$ cat src/frontend_consts.svh
// widths, depths and the reset address of the fetch frontend
// include before any frontend package or module that sizes itself from these
`ifndef FRONTEND_CONSTS_SVH
`define FRONTEND_CONSTS_SVH

`define FE_ADDR_W 32
`define FE_HIST_W 14

// one fetch block per cycle
`define FE_BLOCK_BYTES 32

`define FE_BTB_ENTRIES 64
`define FE_RS_DEPTH 8

`define FE_RESET_IP 32'h0000_1000

// history lengths seen by the three predictor tables
`define FE_HIST_A 2
`define FE_HIST_B 8
`define FE_HIST_C 14

`endif

$ cat src/frontend_pkg.sv
// shared types of the fetch frontend
// modules refer to them by scoped name
`include "frontend_consts.svh"

package frontend_pkg;

  typedef logic [`FE_ADDR_W-1:0] addr_t;

  // newest outcome sits in bit 0
  typedef logic [`FE_HIST_W-1:0] hist_t;

  // block index, address bits just above the block offset
  typedef logic [$clog2(`FE_BTB_ENTRIES)-1:0] btb_idx_t;

  typedef logic [$clog2(`FE_RS_DEPTH)-1:0] rs_ptr_t;

  typedef enum logic [1:0] {
    BR_COND = 2'd0,
    BR_JUMP = 2'd1,
    BR_CALL = 2'd2,
    BR_RET  = 2'd3
  } br_kind_t;

endpackage

$ cat src/fetch_ctrl.sv
// fetch address, valid flag and global history with next-block selection
// also drives return stack strobes and the table update enables
`timescale 1ns/1ps
`include "frontend_consts.svh"

module fetch_ctrl (
  input  logic                   clk,
  input  logic                   rst,
  input  logic                   stall,
  input  logic                   irq,
  input  frontend_pkg::addr_t    irq_ip,
  input  logic                   resolve_valid,
  input  frontend_pkg::addr_t    resolve_ip,
  input  frontend_pkg::br_kind_t resolve_kind,
  input  logic                   resolve_taken,
  input  frontend_pkg::addr_t    resolve_target,
  input  logic                   resolve_mispredict,
  input  frontend_pkg::hist_t    resolve_hist,
  input  logic                   btb_hit,
  input  frontend_pkg::br_kind_t btb_kind,
  input  frontend_pkg::addr_t    btb_target,
  input  logic                   pred_taken,
  input  frontend_pkg::addr_t    rs_top,
  output frontend_pkg::addr_t    fetch_ip,
  output logic                   fetch_valid,
  output frontend_pkg::hist_t    hist,
  output logic                   rs_push,
  output logic                   rs_pop,
  output frontend_pkg::addr_t    rs_push_addr,
  output logic                   install_en,
  output logic                   train_en
);

  localparam int OFF_W = $clog2(`FE_BLOCK_BYTES);
  localparam frontend_pkg::addr_t BLK_STEP = frontend_pkg::addr_t'(`FE_BLOCK_BYTES);

  frontend_pkg::addr_t seq_ip;
  frontend_pkg::addr_t next_ip;
  frontend_pkg::hist_t next_hist;
  logic                take_push;
  logic                take_pop;

  assign seq_ip = fetch_ip + BLK_STEP;

  // irq first, then mispredict, stall and the target buffer
  always_comb begin
    next_ip   = seq_ip;
    next_hist = hist;
    take_push = 1'b0;
    take_pop  = 1'b0;
    if (irq) begin
      next_ip   = irq_ip;
      take_push = 1'b1;  // handler returns to the next block
    end else if (resolve_valid && resolve_mispredict) begin
      next_ip   = resolve_taken ? resolve_target : resolve_ip + BLK_STEP;
      next_hist = {resolve_hist[`FE_HIST_W-2:0], resolve_taken};
    end else if (stall) begin
      next_ip = fetch_ip;
    end else if (btb_hit) begin
      unique case (btb_kind)
        frontend_pkg::BR_JUMP: next_ip = btb_target;
        frontend_pkg::BR_CALL: begin
          next_ip   = btb_target;
          take_push = 1'b1;
        end
        frontend_pkg::BR_RET: begin
          next_ip  = rs_top;
          take_pop = 1'b1;
        end
        frontend_pkg::BR_COND: begin
          if (pred_taken) next_ip = btb_target;
          next_hist = {hist[`FE_HIST_W-2:0], pred_taken};  // speculative
        end
      endcase
    end
  end

  assign rs_push      = fetch_valid && take_push;
  assign rs_pop       = fetch_valid && take_pop;
  assign rs_push_addr = seq_ip;
  assign install_en   = resolve_valid && resolve_taken;
  assign train_en     = resolve_valid && resolve_mispredict &&
                        resolve_kind == frontend_pkg::BR_COND;

  always_ff @(posedge clk) begin
    if (rst) begin
      fetch_ip    <= `FE_RESET_IP;
      fetch_valid <= 1'b0;
      hist        <= '0;
    end else if (!fetch_valid) begin
      fetch_valid <= 1'b1;  // first block is the reset address
    end else begin
      fetch_ip <= next_ip;
      hist     <= next_hist;
    end
  end

  // irq vectors and buffer targets must all land on block boundaries
  a_fetch_aligned : assert property (@(posedge clk) disable iff (rst)
    fetch_valid |-> fetch_ip[OFF_W-1:0] == '0);

endmodule

$ cat src/frontend_top.sv
// instruction fetch frontend top level
// wires the fetch control to the target buffer, predictor and return stack
`timescale 1ns/1ps

module frontend_top (
  input  logic                   clk,
  input  logic                   rst,
  input  logic                   stall,
  input  logic                   irq,
  input  frontend_pkg::addr_t    irq_ip,
  input  logic                   resolve_valid,
  input  frontend_pkg::addr_t    resolve_ip,
  input  frontend_pkg::br_kind_t resolve_kind,
  input  logic                   resolve_taken,
  input  frontend_pkg::addr_t    resolve_target,
  input  logic                   resolve_mispredict,
  input  frontend_pkg::hist_t    resolve_hist,
  output frontend_pkg::addr_t    fetch_ip,
  output logic                   fetch_valid
);

  frontend_pkg::hist_t    hist;
  logic                   btb_hit;
  frontend_pkg::br_kind_t btb_kind;
  frontend_pkg::addr_t    btb_target;
  logic                   pred_taken;
  frontend_pkg::addr_t    rs_top;
  logic                   rs_push;
  logic                   rs_pop;
  frontend_pkg::addr_t    rs_push_addr;
  logic                   install_en;
  logic                   train_en;

  fetch_ctrl i_ctrl (
    .clk, .rst, .stall, .irq, .irq_ip,
    .resolve_valid, .resolve_ip, .resolve_kind, .resolve_taken,
    .resolve_target, .resolve_mispredict, .resolve_hist,
    .btb_hit, .btb_kind, .btb_target, .pred_taken, .rs_top,
    .fetch_ip, .fetch_valid, .hist,
    .rs_push, .rs_pop, .rs_push_addr, .install_en, .train_en
  );

  hist_predictor i_pred (
    .clk, .rst, .fetch_ip, .hist, .train_en, .resolve_ip, .resolve_hist, .pred_taken
  );

  target_buffer i_btb (
    .clk, .rst, .fetch_ip, .install_en, .resolve_ip, .resolve_kind, .resolve_target,
    .btb_hit, .btb_kind, .btb_target
  );

  return_stack i_rs (
    .clk, .rst, .rs_push, .rs_pop, .rs_push_addr, .rs_top
  );

endmodule

$ cat src/hist_predictor.sv
// conditional predictor, three one-bit tables xored together
// trained by toggling on a mispredicted conditional resolve
`timescale 1ns/1ps
`include "frontend_consts.svh"

module hist_predictor (
  input  logic                clk,
  input  logic                rst,
  input  frontend_pkg::addr_t fetch_ip,
  input  frontend_pkg::hist_t hist,
  input  logic                train_en,
  input  frontend_pkg::addr_t resolve_ip,
  input  frontend_pkg::hist_t resolve_hist,
  output logic                pred_taken
);

  localparam int OFF_W = $clog2(`FE_BLOCK_BYTES);
  localparam int IDX_W = $bits(frontend_pkg::btb_idx_t);

  logic [`FE_BTB_ENTRIES-1:0] tab_a;
  logic [`FE_BTB_ENTRIES-1:0] tab_b;
  logic [`FE_BTB_ENTRIES-1:0] tab_c;
  logic [3:0]                 miss_cnt;  // thins out training of the longer tables

  frontend_pkg::btb_idx_t rd_a;
  frontend_pkg::btb_idx_t rd_b;
  frontend_pkg::btb_idx_t rd_c;
  frontend_pkg::btb_idx_t wr_a;
  frontend_pkg::btb_idx_t wr_b;
  frontend_pkg::btb_idx_t wr_c;

  // block index xor the newest len history bits folded down to index width
  function automatic frontend_pkg::btb_idx_t tbl_idx(input frontend_pkg::addr_t ip,
                                                     input frontend_pkg::hist_t h,
                                                     input int len);
    frontend_pkg::btb_idx_t fold;
    fold = '0;
    for (int i = 0; i < `FE_HIST_W; i++) begin
      if (i < len) fold[i % IDX_W] = fold[i % IDX_W] ^ h[i];
    end
    return ip[OFF_W +: IDX_W] ^ fold;
  endfunction

  assign rd_a = tbl_idx(fetch_ip, hist, `FE_HIST_A);
  assign rd_b = tbl_idx(fetch_ip, hist, `FE_HIST_B);
  assign rd_c = tbl_idx(fetch_ip, hist, `FE_HIST_C);

  assign wr_a = tbl_idx(resolve_ip, resolve_hist, `FE_HIST_A);
  assign wr_b = tbl_idx(resolve_ip, resolve_hist, `FE_HIST_B);
  assign wr_c = tbl_idx(resolve_ip, resolve_hist, `FE_HIST_C);

  assign pred_taken = tab_a[rd_a] ^ tab_b[rd_b] ^ tab_c[rd_c];

  always_ff @(posedge clk) begin
    if (rst) begin
      tab_a    <= '0;
      tab_b    <= '0;
      tab_c    <= '0;
      miss_cnt <= '0;
    end else if (train_en) begin
      tab_a[wr_a] <= ~tab_a[wr_a];
      if (miss_cnt[1:0] == 2'b11) tab_b[wr_b] <= ~tab_b[wr_b];  // every 4th
      if (&miss_cnt) tab_c[wr_c] <= ~tab_c[wr_c];  // every 16th
      miss_cnt <= miss_cnt + 1'b1;
    end
  end

endmodule

$ cat src/return_stack.sv
// circular return-address stack
// overflow drops the oldest entry, top changes one cycle after push or pop
`timescale 1ns/1ps
`include "frontend_consts.svh"

module return_stack (
  input  logic                clk,
  input  logic                rst,
  input  logic                rs_push,
  input  logic                rs_pop,
  input  frontend_pkg::addr_t rs_push_addr,
  output frontend_pkg::addr_t rs_top
);

  frontend_pkg::addr_t   stack_mem [`FE_RS_DEPTH];
  frontend_pkg::rs_ptr_t ptr;     // points at the current top
  frontend_pkg::rs_ptr_t ptr_up;

  assign ptr_up = ptr + 1'b1;  // wraps over the oldest entry
  assign rs_top = stack_mem[ptr];

  always_ff @(posedge clk) begin
    if (rst) begin
      ptr <= '0;
    end else if (rs_push) begin
      ptr <= ptr_up;
    end else if (rs_pop) begin
      ptr <= ptr - 1'b1;
    end
  end

  always_ff @(posedge clk) begin
    if (rs_push) begin
      stack_mem[ptr_up] <= rs_push_addr;
    end
  end

endmodule

$ cat src/target_buffer.sv
// direct-mapped target buffer, one entry per fetch block index
// looked up by the fetch address, filled from taken resolves
`timescale 1ns/1ps
`include "frontend_consts.svh"

module target_buffer (
  input  logic                   clk,
  input  logic                   rst,
  input  frontend_pkg::addr_t    fetch_ip,
  input  logic                   install_en,
  input  frontend_pkg::addr_t    resolve_ip,
  input  frontend_pkg::br_kind_t resolve_kind,
  input  frontend_pkg::addr_t    resolve_target,
  output logic                   btb_hit,
  output frontend_pkg::br_kind_t btb_kind,
  output frontend_pkg::addr_t    btb_target
);

  localparam int OFF_W = $clog2(`FE_BLOCK_BYTES);
  localparam int IDX_W = $bits(frontend_pkg::btb_idx_t);
  localparam int TAG_W = `FE_ADDR_W - OFF_W - IDX_W;  // bits 31..11

  logic [`FE_BTB_ENTRIES-1:0] valid;
  logic [TAG_W-1:0]           tag_mem  [`FE_BTB_ENTRIES];
  frontend_pkg::br_kind_t     kind_mem [`FE_BTB_ENTRIES];
  frontend_pkg::addr_t        tgt_mem  [`FE_BTB_ENTRIES];

  frontend_pkg::btb_idx_t rd_idx;
  frontend_pkg::btb_idx_t wr_idx;

  assign rd_idx = fetch_ip[OFF_W +: IDX_W];
  assign wr_idx = resolve_ip[OFF_W +: IDX_W];

  assign btb_hit    = valid[rd_idx] && tag_mem[rd_idx] == fetch_ip[`FE_ADDR_W-1 -: TAG_W];
  assign btb_kind   = kind_mem[rd_idx];
  assign btb_target = tgt_mem[rd_idx];

  always_ff @(posedge clk) begin
    if (rst) begin
      valid <= '0;
    end else if (install_en) begin
      valid[wr_idx] <= 1'b1;
    end
  end

  // same index simply replaces the old entry
  always_ff @(posedge clk) begin
    if (install_en) begin
      tag_mem[wr_idx]  <= resolve_ip[`FE_ADDR_W-1 -: TAG_W];
      kind_mem[wr_idx] <= resolve_kind;
      tgt_mem[wr_idx]  <= resolve_target;
    end
  end

  // whatever was installed earlier must come back block-aligned
  a_target_aligned : assert property (@(posedge clk) disable iff (rst)
    btb_hit |-> btb_target[OFF_W-1:0] == '0);

endmodule

$ cat config.mk
export PLATFORM = sky130hd
export DESIGN_NAME = frontend_top
export DESIGN_NICKNAME = d
export VERILOG_FILES = /design/src/frontend_pkg.sv /design/src/fetch_ctrl.sv /design/src/frontend_top.sv /design/src/hist_predictor.sv /design/src/return_stack.sv /design/src/target_buffer.sv
export VERILOG_INCLUDE_DIRS = /design/src
export SDC_FILE = /design/constraint.sdc
export NUM_CORES = 2
export LEC_CHECK = 0
export ABC_AREA = 1
export BUFFER_PORTS_ARGS = -buffer_cell sky130_fd_sc_hd__buf_4
export CORE_ASPECT_RATIO = 0.9
export CORE_UTILIZATION = 35
export CTS_CLUSTER_SIZE = 20
export DETAILED_ROUTE_END_ITERATION = 10
export SYNTH_ARGS = -nofsm -noshare
export SYNTH_HDL_FRONTEND = slang
export SYNTH_SLANG_ARGS = --single-unit
$ cat constraint.sdc
create_clock -name clk -period 8.38 [get_ports clk]
set_clock_uncertainty 0.2 [all_clocks]
set_input_delay 0 -clock clk [delete_from_list [all_inputs] [get_ports clk]]
set_output_delay 0 -clock clk [all_outputs]
set_load 0.005 [all_outputs]
==> out/results.ini <==
[final_layout]
areaGrowthSynthToFinish_pct = 14.1
stdcell_area_sq_um = 194000
finalNetCount = 15271
fin_util_pct = 40.2
drive_gt1_share_pct = 7.97
stdcell_count = 21954

[power_and_ir_drop]
p_int_mw = 33.6
p_leak_nw = 66.1
switching_share_pct = 25.9
p_total_mw = 45.3
comb_power_share_pct = 10.7
seq_power_share_pct = 49.7
peakVddDrop_mv = 0.187
power_frac_clock_pct = 39.6
switchingPower_mw = 11.8
p_per_area_nw_per_um2 = 233

[setup_path]
slowest_stage = dlygate4sd3_1
cp_common_cell = nand3_1
critPathBufInv = 5
crit_path_max_fanout = 44
crit_chain = buf_4 -> inv_2 -> nand3_2 -> buf_4 -> nand2_4 -> nand2_4 -> nand2_2 -> nand2_1 -> nand3_1 -> nand3_1 -> nand3_1 -> nand3_1 -> nand3_1 -> nand2_2 -> nand3_2 -> nand2_1 -> nand3_1 -> nand3_2 -> a21oi_1 -> dlygate4sd3_1 -> a21oi_1 -> dlygate4sd3_1
cpPeakStageDelay_ns = 0.58
cp.required_ns = 9.16
startpoint_type = flop
worstSetupPathType = flop to flop
critPathArrivalTime_ns = 7.74
cp-end-kind = flop
critPathTopFamily = simple AND/OR/NAND/NOR gates

[die]
io_pins = 152
coreArea_sq_um = 484000
die_h_um = 664
die_x_um = 737
die_area_sq_um = 489000
num_rows = 242
initial_utilization_pct = 35.2

[place]
dp.cells = 20884
gp_congestion = 0.914
io_buffers = 151
dpl-instance-area_sq_um = 178000
place_worst_setup_slack_ns = 2.09
dp_hpwl_mm = 325

[timing]
fin_crit_sh_pct = 83.1
worst_pin_slew_ns = 1.50
max_freq_mhz = 144
final-hold-violation-count = 0
hold_ws_ns = 0.0404
min_period_ns = 6.96
slew_headroom_pct = 0.137
rsz0062_at_grt = false
setup_slack_ns = 1.42
drv_slew = 0
setup_tns_ns = 0
setup_viol = 0

[routing]
dr.first_iter.drc_count = 17127
top_layer_used = met5
met2_length_mm = 263
firstDrtPassIters = 9
vias = 124270
antenna_left = 0
route.detailed.drc = 0
met3WireLength_mm = 67.9
wire_per_inst_um = 27.4
drt-total-wl_mm = 601
wirelength_met1_mm = 233
viasPerCell = 5.66

[global_routing]
grt-ovfl-total = 0
first_global_vias = 113278
antenna_found_initial = 37
grt_util_all_layers_pct = 23.7
grt_max_degree = 202
grt_pass1_wl_mm = 846

[clock_network]
clock_path_buffers = 4
post_cts_resized = 0
path_clk_slew_ns = 0.06
cts.sinks = 4095
cts-root-buf = clkbuf_16
worst_skew_pair.late_latency_ns = 1.06
tritoncts = done
numCtsBuffers = 403
htreeDepth = 5

[yosys]
synth_top_area_cell = edfxtp_1
synthArstFlopShare_pct = 0
netlist_area_sq_um = 170000
synth-seq-area-share_pct = 70.4
syn-instance-count = 14934
yosys_warnings = 0
synth_edf_count = 3776
synth_area_per_cell_sq_um = 11.4
syn_nets = 15061
ys_top_cells_by_area = edfxtp_1 67%, nand2_1 5.4%, nand3_1 4.7%, nor2_1 4.6%, o21ai_0 4.4%
synth_common_cells = 3,776 x edfxtp_1, 2,455 x nand2_1, 2,091 x nor2_1, 1,592 x nand3_1, 1,498 x o21ai_0
synth_top_area_share_pct = 66.6
synthDistinctLibCells = 65
synth_ff_type = edfxtp_1
ys_seq_elements = 4095
synth_most_common_cell = edfxtp_1

[outcome]
outcome = finished with violations
violations = capacitance limit

[job]
drv_cap = 1

[hold_path]
min_path_type = primary input to flop

==> area by class of cell <==
| type | instances | area, sq um |
|---|---|---|
| fillers | 45539 | 289000 |
| well taps | 6466 | 8090 |
| multi-input cells | 9340 | 44100 |
| flip-flops and latches | 4095 | 120000 |
| inverters | 502 | 1940 |
| clock inverters | 250 | 2380 |
| diodes | 19 | 47.5 |
| repair buffers | 802 | 7500 |
| clock buffers | 480 | 10400 |
==> logic make-up after synthesis <==
group,after synthesis,synth area share (%)
buf+inv,1499,4.06
flops,4095,70.4
fa+ha+maj,8,0.0588
mux,1,0.00661
simple gates,6263,15.2
xor+xnor,62,0.381
compound gates,3006,9.93
==> sequential cells by signal, indices dropped and copies added (netlist names), named ones only <==
register and flops:
i_btb.tgt_mem 2048, i_btb.tag_mem 1344, i_rs.stack_mem 256, i_btb.kind_mem 128, i_btb.valid 64, i_pred.tab_a 64, i_pred.tab_b 64, i_pred.tab_c 64
i_ctrl.fetch_ip 32, i_ctrl.hist 14, i_pred.miss_cnt 4, i_rs.ptr 3, i_ctrl.fetch_valid 1
==> what timing repair did <==
item | in CTS | in global routing
hold buffers | 321 | 0
hold endpoints to repair | 4041 | 0
setup endpoints to repair | 0 | 0
setup buffers | 0 | 0
==> worst reg2reg max path: cells and delay by family (launching register included) <==
kind,cells,cell delay (ns)
simple gates,15,3.62
flops,1,0.31
compound gates,2,0.22
buf+inv,5,2.52
==> routing by layer <==
layer / global-route usage (%) / vias up
met5: 0 / -
met4: 12.3 / 10
met1: 32.1 / 61453
met3: 4.99 / 1351
li1: - / 54009
met2: 35.7 / 7447
==> final timing paths <==
kind                                                       from                               to  slack, ns  cells after the start
worst min register to register     i_btb.valid[48]$_SDFFE_PP0P_     i_btb.valid[48]$_SDFFE_PP0P_       0.27                      1
worst min-delay path                         resolve_target[22]  i_btb.tgt_mem[63][22]$_DFFE_PP_       0.04                      3
worst max-delay path            i_ctrl.fetch_ip[5]$_SDFFE_PP0P_  i_ctrl.fetch_ip[3]$_SDFFE_PP0P_       1.42                     22
worst max register to register  i_ctrl.fetch_ip[5]$_SDFFE_PP0P_  i_ctrl.fetch_ip[3]$_SDFFE_PP0P_       1.42                     22
==> power by group through the flow <==
stage / sequential, mW / combinational (mW) / clock, mW
5_1_grt: 22.5 / 5.16 / 18.9
3_5_place_dp: 23.0 / 4.54 / 0
3_3_place_gp: 23.0 / 4.53 / 0
6_report: 22.5 / 4.83 / 18.0
4_1_cts: 22.5 / 4.73 / 18.1
2_1_floorplan: 22.9 / 2.83 / 0
==> layout by cell type (no fill, tap or decap), types with 300 or more instances in the layout <==
master         count
o22ai_1          699
edfxtp_1        3776
buf_4            447
inv_1            461
a21oi_1          429
nand2_1         2453
dlygate4sd3_1    300
o21ai_0         1498
nor2_1          2027
nand3_1         1592
dfxtp_1          311
clkbuf_16        405
(Power assumes the default switching activity.)
